--- src/verilog/lb_isa_pkg.sv ---
package lb_isa_pkg;

	// lc-3b machine word, data and byte addresses alike
	localparam int lb_word_width = 16;

	typedef logic [lb_word_width-1:0] lb_word_t;

	// external fill port into the data memory
	// addr is a byte address, bit 0 dropped by the memory
	typedef struct packed {
		// write strobe
		logic en;
		// byte address of the word
		lb_word_t addr;
		// full 16-bit word to store
		lb_word_t data;
	} lb_mem_wr_t;

endpackage : lb_isa_pkg

--- src/verilog/lb_ooo_pkg.sv ---
package lb_ooo_pkg;

	import lb_isa_pkg::*;

	// rob has eight slots
	localparam int lb_rob_tag_width = 3;

	// names a producer or a destination in the rob
	typedef logic [lb_rob_tag_width-1:0] lb_rob_tag_t;

	// one load from the dispatch stage
	// tag only meaningful while ready is low
	typedef struct packed {
		logic push;
		logic ready;
		lb_rob_tag_t tag;
		lb_word_t base;
		lb_word_t offset;
		lb_rob_tag_t dest;
	} lb_dispatch_t;

	// single broadcast per cycle on the common data bus
	typedef struct packed {
		logic valid;
		lb_rob_tag_t tag;
		lb_word_t value;
	} lb_cdb_t;

	// completed load toward the rob
	typedef struct packed {
		logic valid;
		lb_rob_tag_t dest;
		lb_word_t data;
	} lb_result_t;

	// stored load buffer slot
	typedef struct packed {
		logic ready;
		lb_rob_tag_t tag;
		lb_word_t base;
		lb_word_t offset;
		lb_rob_tag_t dest;
	} lb_entry_t;

endpackage : lb_ooo_pkg

--- src/verilog/load_buffer_ctrl.sv ---
module load_buffer_ctrl
	import lb_isa_pkg::*, lb_ooo_pkg::*;
#(
	parameter int entries_addr = 2,
	localparam int depth = 2 ** entries_addr
)
(
	input lb_dispatch_t dispatch,
	input lb_cdb_t cdb,
	input lb_entry_t head,
	input logic [depth-1:0] entry_ready,
	input lb_rob_tag_t [depth-1:0] entry_tag,
	input logic empty,
	input logic full,
	output logic push,
	output lb_entry_t push_entry,
	output logic pop,
	output logic [depth-1:0] wake_mask,
	output lb_word_t wake_value,
	output logic rd_en,
	output lb_word_t rd_addr,
	output lb_rob_tag_t rd_dest
);

	// broadcast hits the load being dispatched right now
	logic fwd_hit;

	assign fwd_hit = cdb.valid && !dispatch.ready && (dispatch.tag == cdb.tag);

	// overflowing pushes are lost
	assign push = dispatch.push && !full;

	// new entry with operand bypassed from the cdb
	always_comb
	begin
		push_entry.ready = dispatch.ready || fwd_hit;
		push_entry.tag = dispatch.tag;
		push_entry.base = fwd_hit ? cdb.value : dispatch.base;
		push_entry.offset = dispatch.offset;
		push_entry.dest = dispatch.dest;
	end

	// tag match on every slot still waiting
	always_comb
	begin
		for (int i = 0; i < depth; i++)
		begin
			wake_mask[i] = cdb.valid && !entry_ready[i] && (entry_tag[i] == cdb.tag);
		end
	end

	assign wake_value = cdb.value;

	// in-order issue from the head only
	assign pop = !empty && head.ready;
	assign rd_en = pop;

	// effective address wraps at 16 bits
	assign rd_addr = head.base + head.offset;
	assign rd_dest = head.dest;

endmodule : load_buffer_ctrl

--- config.mk ---
export PLATFORM = sky130hd
export DESIGN_NAME = load_buffer_ctrl
export DESIGN_NICKNAME = d
export VERILOG_FILES = /design/src/verilog/lb_isa_pkg.sv /design/src/verilog/lb_ooo_pkg.sv /design/src/verilog/load_buffer_ctrl.sv
export SDC_FILE = /design/constraint.sdc
export NUM_CORES = 1
export LEC_CHECK = 0
export ABC_AREA = 1
export BUFFER_PORTS_ARGS = -buffer_cell sky130_fd_sc_hd__clkbuf_2
export CAP_MARGIN = 20
export CORE_AREA = 2 2 76 78
export DETAILED_ROUTE_END_ITERATION = 10
export DIE_AREA = 0 0 78 80
export PLACE_DENSITY = 0.76
export RECOVER_POWER = 50
export SETUP_SLACK_MARGIN = 0.4
export SLEW_MARGIN = 10
export SYNTH_ARGS = -nofsm -noshare
export SYNTH_HDL_FRONTEND = slang
export SYNTH_SLANG_ARGS = --single-unit
--- constraint.sdc ---
create_clock -name vclk -period 2.4
set_input_delay 0.48 -clock vclk [all_inputs]
set_output_delay 0.48 -clock vclk [all_outputs]
set_load 0.01 [all_outputs]
# Word-level counts from Yosys, hierarchy flattened
# Cells that the tools add are included.
word_totals:
  reg_bits: 0
  latchBits: 0
  mem_bits_rw: 0
  romBits: 0
  input_bits: 117
  output_inout_bits: 81
  elab_cells: 27
  memories: 0
op_classes:
  addsub: 1
  multipliers: 0
  div: 0
  n_lt_le_gt_ge: 0
  eq_ne: 5
  n_shift: 0
  muxes: 1
  n_bitwise: 0
  n_reduce_logical: 20
op_table:
  columns: ["operator", "n"]
  rows:
  - ["16-bit adder", 1]
  - ["16-bit two-way mux", 1]
  - ["3-bit equality test", 5]
  - ["1-bit logical AND", 12]
  - ["1-bit logical NOT", 7]
  - ["1-bit logical OR", 1]

# Longest topological paths before layout
logic_depth:
  ltp_word: 4
  mapped_depth: 10
  ltp_nobuf: 10

# Worst setup path before layout
# No wires, ideal clock.
synth_timing:
  path_kind: "input to output"
  start: "input port head[3] (netlist bit)"
  end: "output port rd_addr[14]"
  arrival_ns: 1.614
  required_time_ns: 1.920
  setup_slack_ns: 0.306
  stages: 10
  path_buffers: 0
  path_cell_list: "ha_1 fa_1 nand2_1 nand2_1 nand3b_1 nand2_1 nand2_1 nand2_1 nand2_1 nand2_1"
synth_between:
  elab_chain_cells: 1
synth_lines:
  columns: ["item", "line_no", "rtl"]
  rows:
  - ["start: declaration", "load_buffer_ctrl.sv:10", "input lb_entry_t head,"]
  - ["16-bit adder", "load_buffer_ctrl.sv:59", "assign rd_addr = head.base + head.offset;"]
  - ["end: declaration", "load_buffer_ctrl.sv:21", "output lb_word_t rd_addr,"]
# No other way between the ends.

# Worst setup path after layout
# Same ends and word-level chain as after synthesis.

==> qor.yml <==
layout:
  drive_gt1_frac: 0.5102
  clock_buffers: 0
  area_delta_synth_final_pct: 67.49
  design.seq.count: 0
  ff_latch_area_um2: 0
  final_nets: 576
  n_antenna_cell: 0
  num-fill-cells: 486
  stdcell_count: 513
sta:
  setup_tns_ns: 0
  max_freq_ghz: 0.4352
  finalHoldViolCount: 0
  finalSetupViolCount: 0
  min_period_over_period: 0.9574
  rsz0062_at_grt: "true"
  slew-limit-headroom: 0.8128
  final.min_clock_period_ns: 2.298
  worst_pin_slew_ns: 0.2807
  finalMaxSlewViolations: 0
run_status:
  status: "finished, final reports clean"
yosys:
  synth_fp_nets: 449
  synth_area_per_cell_um2: 5.322
  yosys_warnings: 0
  synthMostInstantiatedCell: "nand2_1"
  synth_top_area_frac: 0.2746
  synth_common_cells: "nand2_1, buf_4, inv_1"
  synth.area.top_cells: "nand2_1, buf_4, ha_1, inv_1, nand3_1"
  synth_area_um2: 1682
  synthCells: 316
  synth-seq-area-share: 0
  synthDistinctLibCells: 21
  yosysTopAreaCell: "nand2_1"
grt:
  grt_pass1_vias: 2215
  grt_max_degree: 18
  track_usage: 0.1758
  antenna_found_initial: 0
  gr-total-overflow: 0
  grt_pass1_wl_mm: 9.156
pwr:
  power_w: 0.0006709
  max-vdd-ir-drop_mv: 0.1355
  p_per_area_nw_per_um2: 238.2
  p_leak_nw: 1.616
drt:
  drtAntennaViolNets: 0
  vias: 2385
  dr.first_iter.drc_count: 54
  wire_per_inst_um: 12.80
  drt_pass1_iterations: 4
  drcViolationCount: 0
  avgViaCountPerCell: 4.649
  wl_mm: 6.565
die:
  rows: 27
  die_width_um: 78
  core_um2: 5405
  fp.dieH_um: 80
  die_area_um2: 6240
  initial_utilization: 0.3111
  ios: 198
worst_setup_path:
  worstSetupEndpointType: "primary output"
  cp.required_ns: 1.92
  start_kind: "input pin"
  cp_max_fo: 3
  crit_start: "head[3]"
  cp.arrival_ns: 1.82
  crit_type: "in2out"
min_path:
  min_path_type: "in2out"
  min_to: "push_entry[10]"
  hp-start: "dispatch[10]"
  hold_depth: 0
run:
  maxCapViolations: 0
placed_design:
  gp_congestion: 0.8978
  port_buffers: 151
  dp_hpwl_mm: 4.792
  placedCellCount: 496
clock_tree:
  postCtsHoldBufs: 0
==> layout make-up <==
cell class,instances,area [um^2],share of cell area
multi-input combinational,224,1569,0.5571
timing repair buffer,168,968.4,0.3438
inverter,49,188.9,0.06708
tap,72,90.09,0.03199
==> metrics by stage <==
step	instance area [um^2]	utilization	setup slack, ns	hold WS [ns]
after floorplan	1699	-	0.3991	1.008
after global placement	2218	0.4104	0.09086	0.9601
after detailed placement	2218	0.4104	0.05940	0.9601
after CTS	2540	0.4699	0.1598	0.9601
after global routing	2816	0.5211	0.009752	0.9600
final	2816	0.5211	0.1024	0.9600
==> critical path, cell delays in order <==
cell      delay, ns
buf_6          0.10
ha_4           0.15
fa_2           0.35
nand2_2        0.08
nand2_1        0.07
nand3b_1       0.12
nand2_2        0.11
nand2_2        0.08
nand2_1        0.05
nand2_1        0.08
nand2_2        0.05
buf_6          0.11
==> repair_timing <==
item | CTS | global route
gates resized for setup | 36 | 89
setup buffers | 12 | 2
endpoints found under the setup margin | 29 | 30
pin swaps | 15 | 30
gates cloned | 1 | 2
==> where the power goes <==
group / leakage, nW / internal [W] / switching (W)
combinational: 1.62 / 0.000304 / 0.000367
clock: 0 / 0 / 0
sequential: 0 / 0 / 0
total: 1.62 / 0.000304 / 0.000367
==> layout by cell type (no fill, tap or decap) <==
master and instances:
buf_8 1, clkbuf_2 105, ha_1 2, nand3_2 11, nand3_4 1, inv_4 2, nand2_8 2, nand2_2 26
nor3_1 4, nand3b_1 1, inv_2 4, xor2_4 1, ha_4 13, a211oi_4 1, buf_6 18, nor2_1 13
inv_1 43, nand2_4 5, nor4_1 1, o22ai_1 3, nor2_2 2, o21ai_0 3, nand4_1 4, fa_2 1
xor2_1 9, nor3_2 2, a21oi_2 3, buf_4 11, nand2_1 93, nor3_4 1, xnor2_1 2, nand3_1 14
clkbuf_1 18, buf_2 15, a21oi_1 6
==> how the worst max path moves through the flow <==
stage,endpoint,slack (ns),cells past startpoint
after CTS,rd_addr[14],0.16,12
final,rd_addr[14],0.10,12
after detailed placement,rd_addr[14],0.06,12
after floorplan,rd_addr[14],0.40,10
after global placement,rd_addr[14],0.09,12
after global routing,rd_addr[10],0.01,12
==> routing by layer <==
metal  global-route usage  vias up  wire, um
met5                    0        -         0
met4              0.03158        0        63
met3              0.04525        6       591
met2               0.3776      115      3506
met1               0.1642     1070      2403
li1                     -     1194         -
==> kinds of logic after synthesis <==
group           share of synthesized area
compound gates                    0.05878
xor+xnor                          0.06250
fa+ha+maj                          0.1235
buf+inv                            0.3125
simple gates                       0.4427
No activity file was read; power rests on OpenSTA's default activity.
