<file path="src/verilog/lb_isa_pkg.sv">
package lb_isa_pkg;

	// lc-3b machine word, data and byte addresses alike
	localparam int lb_word_width = 16;

	typedef logic [lb_word_width-1:0] lb_word_t;

	// external fill port into the data memory
	// addr is a byte address, bit 0 dropped by the memory
	typedef struct packed {
		// write strobe
		logic en;
		// byte address of the word
		lb_word_t addr;
		// full 16-bit word to store
		lb_word_t data;
	} lb_mem_wr_t;

endpackage : lb_isa_pkg

</file>
<file path="src/verilog/lb_ooo_pkg.sv">
package lb_ooo_pkg;

	import lb_isa_pkg::*;

	// rob has eight slots
	localparam int lb_rob_tag_width = 3;

	// names a producer or a destination in the rob
	typedef logic [lb_rob_tag_width-1:0] lb_rob_tag_t;

	// one load from the dispatch stage
	// tag only meaningful while ready is low
	typedef struct packed {
		logic push;
		logic ready;
		lb_rob_tag_t tag;
		lb_word_t base;
		lb_word_t offset;
		lb_rob_tag_t dest;
	} lb_dispatch_t;

	// single broadcast per cycle on the common data bus
	typedef struct packed {
		logic valid;
		lb_rob_tag_t tag;
		lb_word_t value;
	} lb_cdb_t;

	// completed load toward the rob
	typedef struct packed {
		logic valid;
		lb_rob_tag_t dest;
		lb_word_t data;
	} lb_result_t;

	// stored load buffer slot
	typedef struct packed {
		logic ready;
		lb_rob_tag_t tag;
		lb_word_t base;
		lb_word_t offset;
		lb_rob_tag_t dest;
	} lb_entry_t;

endpackage : lb_ooo_pkg

</file>
<file path="src/verilog/load_buffer_data.sv">
module load_buffer_data
	import lb_isa_pkg::*, lb_ooo_pkg::*;
#(
	parameter int entries_addr = 2,
	localparam int depth = 2 ** entries_addr
)
(
	input logic clk,
	input logic arst_n,
	input logic flush,
	input logic push,
	input lb_entry_t push_entry,
	input logic pop,
	input logic [depth-1:0] wake_mask,
	input lb_word_t wake_value,
	output lb_entry_t head,
	output logic [depth-1:0] entry_ready,
	output lb_rob_tag_t [depth-1:0] entry_tag,
	output logic empty,
	output logic full
);

	// circular pointers, one slot kept spare
	logic [entries_addr-1:0] rd_ptr;
	logic [entries_addr-1:0] wr_ptr;
	// number of live entries
	logic [entries_addr-1:0] fill;

	logic [depth-1:0] ready_q;
	// slots between head and tail
	logic [depth-1:0] occupied;
	// wakeups that land on live slots
	logic [depth-1:0] wake_hit;
	logic do_push;
	logic do_pop;

	// payload storage
	lb_rob_tag_t tag_q [depth];
	lb_word_t base_q [depth];
	lb_word_t offset_q [depth];
	lb_rob_tag_t dest_q [depth];

	assign empty = rd_ptr == wr_ptr;
	assign full = (wr_ptr + 1'b1) == rd_ptr;
	assign fill = wr_ptr - rd_ptr;

	// guard against stray strobes
	assign do_push = push && !full;
	assign do_pop = pop && !empty;

	// distance from head decides liveness
	always_comb
	begin
		for (int i = 0; i < depth; i++)
		begin
			occupied[i] = (entries_addr'(i) - rd_ptr) < fill;
		end
	end

	// stale slots may match a cdb tag, drop those
	assign wake_hit = wake_mask & occupied;

	always_ff @(posedge clk or negedge arst_n)
	begin
		if (!arst_n)
		begin
			rd_ptr <= '0;
			wr_ptr <= '0;
			ready_q <= '0;
		end
		else if (flush)
		begin
			rd_ptr <= '0;
			wr_ptr <= '0;
			ready_q <= '0;
		end
		else
		begin
			// wakeup first
			ready_q <= ready_q | wake_hit;
			// popped slot goes back to not ready
			if (do_pop)
			begin
				ready_q[rd_ptr] <= 1'b0;
				rd_ptr <= rd_ptr + 1'b1;
			end
			// push last so it beats a wakeup on the tail slot
			if (do_push)
			begin
				ready_q[wr_ptr] <= push_entry.ready;
				wr_ptr <= wr_ptr + 1'b1;
			end
		end
	end

	always_ff @(posedge clk)
	begin
		// captured operand replaces base
		for (int i = 0; i < depth; i++)
		begin
			if (wake_hit[i])
			begin
				base_q[i] <= wake_value;
			end
		end
		if (do_push)
		begin
			tag_q[wr_ptr] <= push_entry.tag;
			base_q[wr_ptr] <= push_entry.base;
			offset_q[wr_ptr] <= push_entry.offset;
			dest_q[wr_ptr] <= push_entry.dest;
		end
	end

	// head view and per-slot snoop info
	always_comb
	begin
		head.ready = ready_q[rd_ptr];
		head.tag = tag_q[rd_ptr];
		head.base = base_q[rd_ptr];
		head.offset = offset_q[rd_ptr];
		head.dest = dest_q[rd_ptr];
		for (int i = 0; i < depth; i++)
		begin
			entry_tag[i] = tag_q[i];
		end
	end

	assign entry_ready = ready_q;

	// ctrl must only pop a live head
	pop_not_empty: assert property (@(posedge clk) disable iff (!arst_n) pop |-> !empty)
		else $error("pop while load buffer empty");

	// ctrl must hold back dispatch when full
	push_not_full: assert property (@(posedge clk) disable iff (!arst_n) push |-> !full)
		else $error("push while load buffer full");

endmodule : load_buffer_data

</file>
<file path="config.mk">
export PLATFORM = sky130hd
export DESIGN_NAME = load_buffer_data
export DESIGN_NICKNAME = d
export VERILOG_FILES = /design/src/verilog/lb_isa_pkg.sv /design/src/verilog/lb_ooo_pkg.sv /design/src/verilog/load_buffer_data.sv
export SDC_FILE = /design/constraint.sdc
export NUM_CORES = 1
export LEC_CHECK = 0
export ABC_AREA = 1
export BUFFER_PORTS_ARGS = -buffer_cell sky130_fd_sc_hd__buf_2
export CORE_MARGIN = 2
export CORE_UTILIZATION = 55
export CTS_CLUSTER_DIAMETER = 200
export DETAILED_ROUTE_END_ITERATION = 16
export PLACE_DENSITY = 0.85
export SLEW_MARGIN = 20
export SYNTH_ARGS = -nofsm -noshare
export SYNTH_HDL_FRONTEND = slang
export SYNTH_SLANG_ARGS = --single-unit
</file>
<file path="constraint.sdc">
create_clock -name clk -period 7.9 [get_ports clk]
set_input_delay 0.79 -clock clk [delete_from_list [all_inputs] [get_ports clk]]
set_output_delay 0.79 -clock clk [all_outputs]
set_load 0.02 [all_outputs]
</file>
### After elaboration in Yosys (flattened, before gate mapping)

Memory sizes are Yosys's and may differ from the RTL's.
Cells that the tools add are included.

* memory bits (writable): 152
* output and inout bits: 57
* memories kept: 4
* bits of input ports: 64
* register bits: 8

Memory list
* base_q: words 4, width 16, rd ports 1, clocked after Yosys merged registers in 0, wr ports 5, line load_buffer_data.sv:39 `lb_word_t base_q [depth];`
* offset_q: words 4, width 16, rd ports 1, clocked after Yosys merged registers in 0, wr ports 1, line load_buffer_data.sv:40 `lb_word_t offset_q [depth];`
* dest_q: words 4, width 3, rd ports 1, clocked after Yosys merged registers in 0, wr ports 1, line load_buffer_data.sv:41 `lb_rob_tag_t dest_q [depth];`
* tag_q: words 4, width 3, rd ports 5, clocked after Yosys merged registers in 0, wr ports 1, line load_buffer_data.sv:38 `lb_rob_tag_t tag_q [depth];`

* eq/ne operators: 2
* bitwise operators: 4
* add/sub/neg operators: 7
* reductions and logical operators: 8
* multiplexer cells: 25
* magnitude comparators: 8

Operators with widths (count)
* $mux 4: 4
* $mux 1: 13
* $and 4x4->4: 2
* $lt 2x2->1: 4
* $mux 2: 4
* $lt 2x3->1 const B: 2
* $add 2x1->2 const B: 2
* $bwmux 4: 1
* $demux 1 s2: 2
* $eq 2x2->1: 2
* $ge 2x1->1 const B: 2
* $logic_and 1x1->1: 4
* $not 4->4: 1
* $or 4x4->4: 1
* $reduce_bool 2->1: 2
* $sub 1x2->2 const A: 2
* $sub 2x2->2 const A: 2
* $bmux 1 s2: 1
* $logic_not 1->1: 2
* $sub 2x2->2: 1

### Depth between registers and ports, before layout

* depth after elaboration: 11
* mapped depth: 12
* mapped depth without buffers: 11

### Worst setup path after synthesis

No wires, ideal clock.

* path type: flip-flop to flip-flop
* start point: register rd_ptr[0]
* end point: memory base_q[2][0] in the netlist's numbering (enable)
* setup slack: 5383 ps
* arrival time: 2145 ps
* data required time: 7528 ps
* path buffers: 2
* stages on the path, launching flop included: 10
* cell sequence: dfrtp_1 > buf_2 > inv_2 > clkbuf_1 > ha_1 > inv_1 > ha_1 > a21oi_1 > nand2_1 > nand2_1

RTL lines
* from (decl): line load_buffer_data.sv:24 `logic [entries_addr-1:0] rd_ptr;`
* from (signal assigned): line load_buffer_data.sv:85 `rd_ptr <= rd_ptr + 1'b1;`
* to (decl): line load_buffer_data.sv:39

==> metrics.csv <==
metric,value,unit
Final WS setup,4.76,ns
WS Path Type,reg2reg,
minimum setup slack after placement,4.78,ns
placed cell area,7940,µm²
CTS tree,yes,
unrepaired setup endpoints after global routing,false,
Sum Neg Setup Slack,0,ns
initial antenna violation count,0,
Routed WL per cell,17.3,µm
Cell Rows,42,
Die Area,14200,µm²
NumNets Final,840,
Crit. End Element,flop,
GR Util All Layers,23.9,%
largest net degree at the start of global routing,84,
Worst Path Required,7.95,ns
Worst-Skew Late Latency,0.42,ns
first-pass GRT wire length,25900,µm
Cells after Synth,660,
total wire length,16400,µm
Pwr Total,3.30,mW
cts repair resizes,0,
sequential area share after synthesis,65.2,%
clk buf depth,2,
Worst slew margin,31.7,%
share of layout cells above drive strength 1,23.9,%
CP Data Arrival Time,3.20,ns
#FFs+latches synth,160,
end-of-flow core utilization,65.3,%
YS warnings,0,
# setup viols final,0,
DRT Pass-1 Iters,5,
DR vias,5327,
f_max,318,MHz
Netlist Area Pre-Place,7310,µm²
CP startpoint kind,flop,
clock transition at the registers of the reported paths,0.06,ns
Hold WC Path Type,in2async,
die width,119,µm
CTS sink count,160,
Setup Skew,0.00622,ns
Worst Max-Slew Pin Slew,1.02,ns
postcts setup bufs,0,
"Avg Cell Area, Syn",11.1,µm²
DIE HEIGHT,119,µm
Power Density,386,nW/µm²
grt total ovfl,0,
"Design Area, Final",8550,µm²
placer congestion estimate,0.912,
max cap viols,0,
cts bufs inserted,17,
Synth Net Count,737,
Buffers on Ports,120,
Area growth syn-to-layout,16.9,%
CTS H-Tree Depth,4,
Initial Utilization,55.9,%
core area,13100,µm²
fin crit share,39.8,%
min cycle time layout,3.14,ns
root buffer cell,clkbuf_16,
vias in the first global route,5227,
status,"finished, final reports clean",
hold buffers post-CTS,0,
Pleak,3.41,nW
DP HPWL,10000,µm
maximum VDD drop,0.213,mV
number of library cell types mapped by synthesis,26,
vias per cell,5.60,
IO Pins,121,
Final Max Slew Viols,0,
Final ANT Viol Nets,0,
DRT iter0 DRCs,718,
Final Hold Fails,0,
worst-path fanout max,56,
ant diodes,0,
DRC,0,
[area by class of cell]
type                    instances  area, µm²
clock buffers                  17        425
clock inverters                14        184
fillers                       972       4540
inverters                      57        216
well taps                     176        220
repair buffers                123        623
flip-flops and latches        160       4770
multi-input cells             404       2110
[where the power goes]
part           switching [mW]  internal, mW  total (mW)
registers              0.0579          1.21        1.27
logic                   0.862         0.330        1.19
clock network           0.336         0.502       0.838
[critical path, stage by stage, from the launching register on]
cell     delay, ns
dfrtp_1       0.43
inv_1         0.14
ha_1          0.34
inv_1         0.08
nand2_2       0.06
nand3_4       0.18
nand2_8       0.10
nor2_8        0.72
inv_1         0.14
nand2_1       0.58
[metal layers]
metal | routed length (µm) | GRT usage [%] | part of all wire, % | vias to the layer above
met5 | 0 | 0 | 0 | -
met4 | 427 | 10.7 | 2.6 | 0
met3 | 1520 | 6.13 | 9.2 | 40
met2 | 7960 | 39.4 | 48 | 309
met1 | 6510 | 30.0 | 40 | 2456
li1 | - | - | - | 2522
[state kept, by name, indices dropped and copies added, names as in the netlist]
name,cells
base_q,64
offset_q,64
dest_q,12
tag_q,12
entry_ready,4
rd_ptr,2
wr_ptr,2
[cells in the final DEF (no fill, tap or decap), drive strengths merged]
| cell | count |
|---|---|
| clkinvlp | 3 |
| inv | 60 |
| nor2 | 85 |
| dfrtp | 8 |
| o22ai | 38 |
| o21a | 2 |
| edfxtp | 152 |
| and2 | 2 |
| clkbuf | 17 |
| nand2 | 96 |
| nand3 | 14 |
| a21oi | 5 |
| bufinv | 3 |
| o21ai | 147 |
| ha | 13 |
| nand4 | 2 |
| clkinv | 5 |
| buf | 123 |
[cells in the mapped netlist]
cell type	instances	share of area, %
edfxtp_1	152	62
o21ai_0	107	7.3
nand2_1	92	4.7
nor2_1	83	4.3
inv_1	53	2.7
o22ai_1	38	3.3
clkbuf_1	22	1.1
o21ai_1	22	1.5
o21ai_2	18	2.2
ha_1	13	2.2
nand3_1	11	0.75
buf_2	8	0.55
buf_6	8	1.2
dfrtp_1	8	2.7
a21oi_1	5	0.34
nand2_2	3	0.26
nand3_4	3	0.72
and2_1	2	0.17
inv_2	2	0.10
nand4_1	2	0.17
nor2_8	2	0.55
o21a_1	2	0.21
clkbuf_2	1	0.068
clkinv_1	1	0.051
inv_4	1	0.086
nand2_8	1	0.27
[kinds of logic (layout without fill, tap and decap cells)]
kind of cell | count (synthesis) | in the layout | share of synthesized area, %
and+or+nand+nor | 199 | 199 | 11.9
AOI/OAI and AO/OA | 192 | 192 | 14.8
DFF | 160 | 160 | 65.2
buffers and inverters | 96 | 211 | 5.94
adders and majority gates | 13 | 13 | 2.22
[final timing paths]
path / endpoint / cells after the start / start / slack (ns)
max in group asynchronous: rd_ptr[0] / 1 / arst_n / 7.49
min in group clk: entry_ready[3] / 2 / entry_ready[3] / 0.55
min reg2reg: entry_ready[3] / 2 / entry_ready[3] / 0.55
min: wr_ptr[0] / 1 / arst_n / 0.21
max reg2reg: base_q[0][7] / 9 / wr_ptr[1] / 4.76
max: base_q[0][7] / 9 / wr_ptr[1] / 4.76
[per-stage QoR]
step / instances / hold WS (ns)
6_report: 951 / 0.210
5_1_grt: 951 / 0.216
4_1_cts: 951 / 0.209
3_5_place_dp: 920 / 0.532
3_3_place_gp: 920 / 0.524
2_1_floorplan: 660 / 0.494
Note: power is estimated with default switching activity, not from simulation.
