### src/verilog/lb_isa_pkg.sv
package lb_isa_pkg;

	// lc-3b machine word, data and byte addresses alike
	localparam int lb_word_width = 16;

	typedef logic [lb_word_width-1:0] lb_word_t;

	// external fill port into the data memory
	// addr is a byte address, bit 0 dropped by the memory
	typedef struct packed {
		// write strobe
		logic en;
		// byte address of the word
		lb_word_t addr;
		// full 16-bit word to store
		lb_word_t data;
	} lb_mem_wr_t;

endpackage : lb_isa_pkg

### src/verilog/lb_ooo_pkg.sv
package lb_ooo_pkg;

	import lb_isa_pkg::*;

	// rob has eight slots
	localparam int lb_rob_tag_width = 3;

	// names a producer or a destination in the rob
	typedef logic [lb_rob_tag_width-1:0] lb_rob_tag_t;

	// one load from the dispatch stage
	// tag only meaningful while ready is low
	typedef struct packed {
		logic push;
		logic ready;
		lb_rob_tag_t tag;
		lb_word_t base;
		lb_word_t offset;
		lb_rob_tag_t dest;
	} lb_dispatch_t;

	// single broadcast per cycle on the common data bus
	typedef struct packed {
		logic valid;
		lb_rob_tag_t tag;
		lb_word_t value;
	} lb_cdb_t;

	// completed load toward the rob
	typedef struct packed {
		logic valid;
		lb_rob_tag_t dest;
		lb_word_t data;
	} lb_result_t;

	// stored load buffer slot
	typedef struct packed {
		logic ready;
		lb_rob_tag_t tag;
		lb_word_t base;
		lb_word_t offset;
		lb_rob_tag_t dest;
	} lb_entry_t;

endpackage : lb_ooo_pkg

### src/verilog/load_data_mem.sv
module load_data_mem
	import lb_isa_pkg::*, lb_ooo_pkg::*;
#(
	parameter int mem_addr_width = 8
)
(
	input logic clk,
	input logic arst_n,
	input lb_mem_wr_t mem_wr,
	input logic rd_en,
	input lb_word_t rd_addr,
	input lb_rob_tag_t rd_dest,
	output lb_result_t result
);

	// word indices with byte bit 0 dropped
	logic [mem_addr_width-1:0] wr_word;
	logic [mem_addr_width-1:0] rd_word;

	// word array with contents unknown until filled
	lb_word_t mem [2 ** mem_addr_width];

	// result stage
	logic valid_q;
	lb_rob_tag_t dest_q;
	lb_word_t data_q;

	assign wr_word = mem_wr.addr[mem_addr_width:1];
	assign rd_word = rd_addr[mem_addr_width:1];

	// read sees the old word on a same-cycle write
	always_ff @(posedge clk)
	begin
		if (mem_wr.en)
		begin
			mem[wr_word] <= mem_wr.data;
		end
		if (rd_en)
		begin
			data_q <= mem[rd_word];
			dest_q <= rd_dest;
		end
	end

	// one strobe per issued load
	always_ff @(posedge clk or negedge arst_n)
	begin
		if (!arst_n)
		begin
			valid_q <= 1'b0;
		end
		else
		begin
			valid_q <= rd_en;
		end
	end

	assign result = '{valid: valid_q, dest: dest_q, data: data_q};

	// issued loads need a defined word index
	rd_addr_known: assert property (@(posedge clk) disable iff (!arst_n)
		rd_en |-> !$isunknown(rd_word))
		else $error("load issued with an unknown address");

endmodule : load_data_mem

### config.mk
export PLATFORM = sky130hd
export DESIGN_NAME = load_data_mem
export DESIGN_NICKNAME = d
export VERILOG_FILES = /design/src/verilog/lb_isa_pkg.sv /design/src/verilog/lb_ooo_pkg.sv /design/src/verilog/load_data_mem.sv
export SDC_FILE = /design/constraint.sdc
export NUM_CORES = 2
export LEC_CHECK = 0
export BUFFER_PORTS_ARGS = -buffer_cell sky130_fd_sc_hd__buf_4
export CAP_MARGIN = 15
export CELL_PAD_IN_SITES_DETAIL_PLACEMENT = 0
export CELL_PAD_IN_SITES_GLOBAL_PLACEMENT = 1
export CORE_MARGIN = 2
export CORE_UTILIZATION = 34
export CTS_CLUSTER_SIZE = 12
export DETAILED_ROUTE_END_ITERATION = 8
export GPL_TIMING_DRIVEN = 0
export PLACE_DENSITY_LB_ADDON = 0.1
export RECOVER_POWER = 50
export SETUP_SLACK_MARGIN = 0.5
export SYNTH_ARGS = -nofsm -noshare
export SYNTH_HDL_FRONTEND = slang
export SYNTH_SLANG_ARGS = --single-unit
### constraint.sdc
create_clock -name clk -period 4.1 [get_ports clk]
set_clock_uncertainty 0.1 [all_clocks]
set_input_delay 0.41 -clock clk [delete_from_list [all_inputs] [get_ports clk]]
set_output_delay 0.41 -clock clk [all_outputs]
set_load 0.005 [all_outputs]
# == Word-level counts from Yosys, hierarchy flattened ==
# Memory sizes are Yosys's and may differ from the RTL's. A register that Yosys moved wholly into a read port is not among the register bits.
# Index checks and enable logic that the tools add are counted.
# totals
regBits,4
mem_bits_rw,4096
inputBits,55
output_inout_bits,20
word_cells,5
memories,1
# op_classes
n_mux,2
# mem_list
memory,words,width,rd,rd_clocked_by_memory_dff,wr,line,text
mem,256,16,1,1,1,load_data_mem.sv:21,lb_word_t mem [2 ** mem_addr_width];
# ops
cell,n
two-way mux 1 bit,2

# == Depth between registers and ports, before layout ==
# logic_depth
word_depth,2
depth_mapped,12
depth_no_buf,6

# == Worst setup path after synthesis ==
# No wires, ideal clock.
# synth_path
kind,input to register
start,input rd_addr[1]
end,register data_q[4] (read register of mem) (data pin)
setup_time_ns,0.265
t_arrival_ns,2.394
t_required_ns,3.735
path_slack_ns,1.341
stages,8
n_path_buf,3
path_cell_list,buf_6 -> buf_6 -> buf_2 -> mux4_2 -> mux4_2 -> a22o_1 -> o32ai_2 -> nor4_2
# synth_lines
item,line,text
start: declaration,load_data_mem.sv:11,"input lb_word_t rd_addr,"
end: declaration,load_data_mem.sv:26,lb_word_t data_q;

==> tab_implementation.tex <==
\begin{tabular}{lr}
\hline
Metric & Value \\
\hline
\multicolumn{2}{l}{\textbf{STA}} \\
Peak clock frequency supported by timing & around 0.26 GHz \\
Final setup fails & 0 \\
Transition time of the tightest slew-check pin & $\sim$3600 ps \\
Slew Limit Fails & roughly 1400 \\
Setup repair after global routing missed its margin & yes \\
Tightest hold margin & 122.1 ps \\
Count of endpoints failing hold in the final timing report & 0 \\
Min Clock Period, post-route & approximately 3800 ps \\
Final clock period utilization by the worst path & 0.9340 \\
Relative slew slack & -1.389 \\
\multicolumn{2}{l}{\textbf{Synthesis}} \\
Gate count of the mapped netlist & approximately 7400 \\
Fraction of synthesized cell area in xor and xnor cells & 0 \\
Largest family of logic cells by synthesized area & multiplexers \\
Net Count, Synth & between 7000 and 8000 \\
Cell types with the largest area share after synthesis & sky130\_fd\_sc\_hd\_\_edfxtp\_1 78\%, sky130\_fd\_sc\_hd\_\_mux4\_2 11\%, sky130\_fd\_sc\_hd\_\_mux2i\_1 3.6\% \\
Post-synth EDFFs & between 4000 and 5000 \\
Synth area leader & sky130\_fd\_sc\_hd\_\_edfxtp\_1 \\
Async set-or-reset flop fraction in the synthesized netlist & 0.0002430 \\
Number of distinct library cells after synthesis & 52 \\
Primary flip-flop cell chosen by synthesis mapping & sky130\_fd\_sc\_hd\_\_edfxtp\_1 \\
Fraction of the mapped netlist area in compound gates & 0.03531 \\
Share of synthesized cell area in and, or, nand and nor gates & 0.01572 \\
Post-synthesis share of cell area spent on full adders, half adders and majority gates & 0 \\
Area share of the largest cell type after synthesis & 0.7772 \\
Sequential share of the synthesized area & 0.7773 \\
Synthesized area per cell & around 22 sq um \\
Mux cell area share after synthesis & 0.1547 \\
Yosys warning count & 0 \\
Flop and latch count out of synthesis & approximately 4000 \\
Post-synthesis instance area & $\sim$160000 sq um \\
\multicolumn{2}{l}{\textbf{Worst setup path}} \\
FF-to-FF Start & mem[11][2] \\
Flop2flop setup slack & around 660 ps \\
Crit Path Max Fanout & 10 \\
Endpoint of the worst-slack reg-to-reg timing path & data\_q[2] \\
Arrival time worst endpoint & between 4000 and 5000 ps \\
CP endpoint kind & flip-flop \\
Category of the critical setup timing path & input port to flip-flop \\
CP Data Required Time & 4790 ps \\
Logic depth of the worst register-to-register path & 8 \\
Category of the worst setup path launch point & input port \\
\multicolumn{2}{l}{\textbf{Placed design}} \\
Dpl cells & about 14000 \\
HPWL after detailed placement & about 420 mm \\
Port Buf Inserts & 48 \\
Weighted congestion reported at the end of routability-driven placement & between 0.9 and 1 \\
\multicolumn{2}{l}{\textbf{Floorplanning}} \\
Total die area & 473100 sq um \\
Die span in x & around 690 um \\
Number of rows in the core area & about 250 \\
Core footprint & 466400 sq um \\
Floorplan die height & $\sim$700 um \\
Initial core utilization & 0.3409 \\
Number of ports placed on the die boundary & between 70 and 80 \\
\multicolumn{2}{l}{\textbf{Cells and area}} \\
Fraction of final layout cells with drive strength greater than 1 & 0.2978 \\
Commonest cells after routing, fill and taps aside & 4115 x sky130\_fd\_sc\_hd\_\_edfxtp\_1, 797 x sky130\_fd\_sc\_hd\_\_mux4\_2, 565 x sky130\_fd\_sc\_hd\_\_mux2i\_1, 460 x sky130\_fd\_sc\_hd\_\_clkbuf\_16, 238 x sky130\_fd\_sc\_hd\_\_clkbuf\_1 \\
Leading cell type in the layout, fill and taps excluded & sky130\_fd\_sc\_hd\_\_edfxtp\_1 \\
Number of standard cells in the final layout excluding fillers & around 15000 \\
Net count of the finished layout & 8310 \\
Growth of design area from synthesis to finish & 19.68\% \\
Fraction of the core area covered by cells at the end of the flow & 0.4080 \\
\multicolumn{2}{l}{\textbf{Global route}} \\
Met1 Use GR & 0.3355 \\
Vias in the first global route & $\sim$83000 \\
GRT Util Overall & 0.2461 \\
Wire length of the first global-routing pass & just under 800 mm \\
Global route overflow & 0 \\
GR met3 Demand/Resource & 0.04028 \\
Maximum number of pins on one net before global-route repair & 141 \\
Global Route met2 Usage & 0.4015 \\
Busiest grt layer & met2 \\
Antenna violations before repair & 59 \\
\multicolumn{2}{l}{\textbf{Detailed routing}} \\
Wire length after detailed routing & approximately 590 mm \\
Count of antenna-violating nets left after detailed routing & 0 \\
Vias after detailed routing & between 80000 and 90000 \\
DR WL/cell & 39.74 um \\
Post-route DRC violation count & 0 \\
Drt first pass iters & 6 \\
Count of routing violations after the opening detailed-route iteration & 10080 \\
Via count normalized by instance count & $\sim$5.6 \\
\multicolumn{2}{l}{\textbf{Clocking}} \\
CTS tree & done \\
Clock-pin slew reported for the worst setup and hold paths after clock tree synthesis & 60 ps \\
TritonCTS buffer count & about 460 \\
Cell at the root of the clock tree & sky130\_fd\_sc\_hd\_\_clkbuf\_16 \\
Clock latency on the worst-skew pair & $\sim$1100 ps \\
H-tree level count & 5 \\
Clock buffer depth & 4 \\
Clock Sinks & just over 4000 \\
\multicolumn{2}{l}{\textbf{Min path}} \\
Worst hold path type & input port to async pin \\
\multicolumn{2}{l}{\textbf{Power and ir drop}} \\
Max VDD drop & between 0.0003 and 0.0004 V \\
Leakage power of the design & $\sim$60 nW \\
Total power divided by cell area & just under 500 nW/um\^{}2 \\
Total chip power & between 90 and 100 mW \\
\multicolumn{2}{l}{\textbf{Outcome}} \\
Result of the run & complete, but fails checks \\
Violations in the final reports & max-capacitance violations, max-slew violations \\
\multicolumn{2}{l}{\textbf{Flow run}} \\
Max-cap violations & 19 \\
\hline
\end{tabular}
Yosys cell counts (11+ instances only):
| cell | number |
|---|---|
| sky130_fd_sc_hd__edfxtp_1 | 4115 |
| sky130_fd_sc_hd__o221ai_1 | 252 |
| sky130_fd_sc_hd__nand3_1 | 35 |
| sky130_fd_sc_hd__buf_6 | 77 |
| sky130_fd_sc_hd__nor2_1 | 304 |
| sky130_fd_sc_hd__o31ai_1 | 16 |
| sky130_fd_sc_hd__a221oi_1 | 28 |
| sky130_fd_sc_hd__o22ai_1 | 148 |
| sky130_fd_sc_hd__clkbuf_1 | 230 |
| sky130_fd_sc_hd__a22o_1 | 32 |
| sky130_fd_sc_hd__nor3_1 | 92 |
| sky130_fd_sc_hd__o32ai_1 | 20 |
| sky130_fd_sc_hd__a21oi_1 | 175 |
| sky130_fd_sc_hd__mux2_2 | 88 |
| sky130_fd_sc_hd__buf_2 | 76 |
| sky130_fd_sc_hd__o21ai_0 | 37 |
| sky130_fd_sc_hd__nand4_1 | 26 |
| sky130_fd_sc_hd__buf_8 | 11 |
| sky130_fd_sc_hd__a211oi_1 | 18 |
| sky130_fd_sc_hd__mux4_2 | 797 |
| sky130_fd_sc_hd__nor4_1 | 17 |
| sky130_fd_sc_hd__mux2i_1 | 565 |
| sky130_fd_sc_hd__a22oi_1 | 43 |
| sky130_fd_sc_hd__nand2_1 | 38 |
| sky130_fd_sc_hd__buf_1 | 27 |
| sky130_fd_sc_hd__buf_4 | 27 |
| sky130_fd_sc_hd__and3_1 | 11 |
per-layer routing:
metal,vias to the layer above,wire (um)
met4,14,24360
met3,805,39730
met5,-,98
li1,33240,-
met2,3476,280200
met1,45800,246100
timing repair:
action	in CTS	in global routing
endpoints found under the hold margin	1136	0
pin swaps	1	3
gates cloned	0	0
buffers inserted	0	0
hold buffers	25	0
gates resized for setup	246	23
setup endpoints to repair	16	11
kinds of logic (layout without fill, tap and decap cells):
logic type,count (synthesis),in the layout
AO/OA/AOI/OAI,786,786
buffers and inverters,457,1733
flip-flops,4116,4116
multiplexers,1450,1450
other,0,20
AND/OR/NAND/NOR,556,556
critical path, stage by stage:
cell and delay (ps):
sky130_fd_sc_hd__clkbuf_2 490, sky130_fd_sc_hd__clkbuf_1 860, sky130_fd_sc_hd__buf_1 860, sky130_fd_sc_hd__o221ai_1 330, sky130_fd_sc_hd__a21oi_1 840, sky130_fd_sc_hd__nor2_1 110
sky130_fd_sc_hd__nand4_1 220, sky130_fd_sc_hd__nor4_1 130, sky130_fd_sc_hd__buf_2 220
final cells by class:
| cell class | instances | area, sq um |
|---|---|---|
| fill | 41090 | 276100 |
| sequential | 4116 | 123600 |
| tap | 6198 | 7755 |
| timing repair buffer | 430 | 6699 |
| antenna | 20 | 50.05 |
| inverter | 4 | 22.52 |
| clock buffer | 549 | 11850 |
| clock inverter | 297 | 2953 |
| buffer | 453 | 2975 |
| multi-input combinational | 2792 | 34400 |
how the worst max path moves through the flow:
stage	startpoint	to	slack, ps	cells past startpoint
detailed placement	rd_addr[3]	data_q[0]	-2500	11
global placement	rd_addr[3]	data_q[3]	-4840	8
CTS	rd_addr[1]	data_q[4]	450	12
floorplan	rd_addr[1]	data_q[4]	1340	8
global route	mem_wr[3]	mem[254][3]	260	4
finish	rd_addr[5]	data_q[2]	270	9
per-stage QoR:
step / cell area (sq um) / TNS, ps / worst slack [ps]
after floorplan: 159000 / 0 / 1341
after global placement: 167100 / -4393990 / -4837
after detailed placement: 174500 / -104920 / -2503
after CTS: 190500 / 0 / 450.9
after global routing: 190300 / 0 / 259.3
final: 190300 / 0 / 270.5
sequential cells by signal, summed over array words and instances (netlist names):
| name | flops |
|---|---|
| mem | 4096 |
| data_q | 16 |
| dest_q | 3 |
| valid_q | 1 |
report_power, final:
part / switching, mW / internal [mW]
Clock: 17.3 / 23.7
Combinational: 4.05 / 1.72
Sequential: 0.0377 / 46.5
Power figures use the tool's default switching activity.
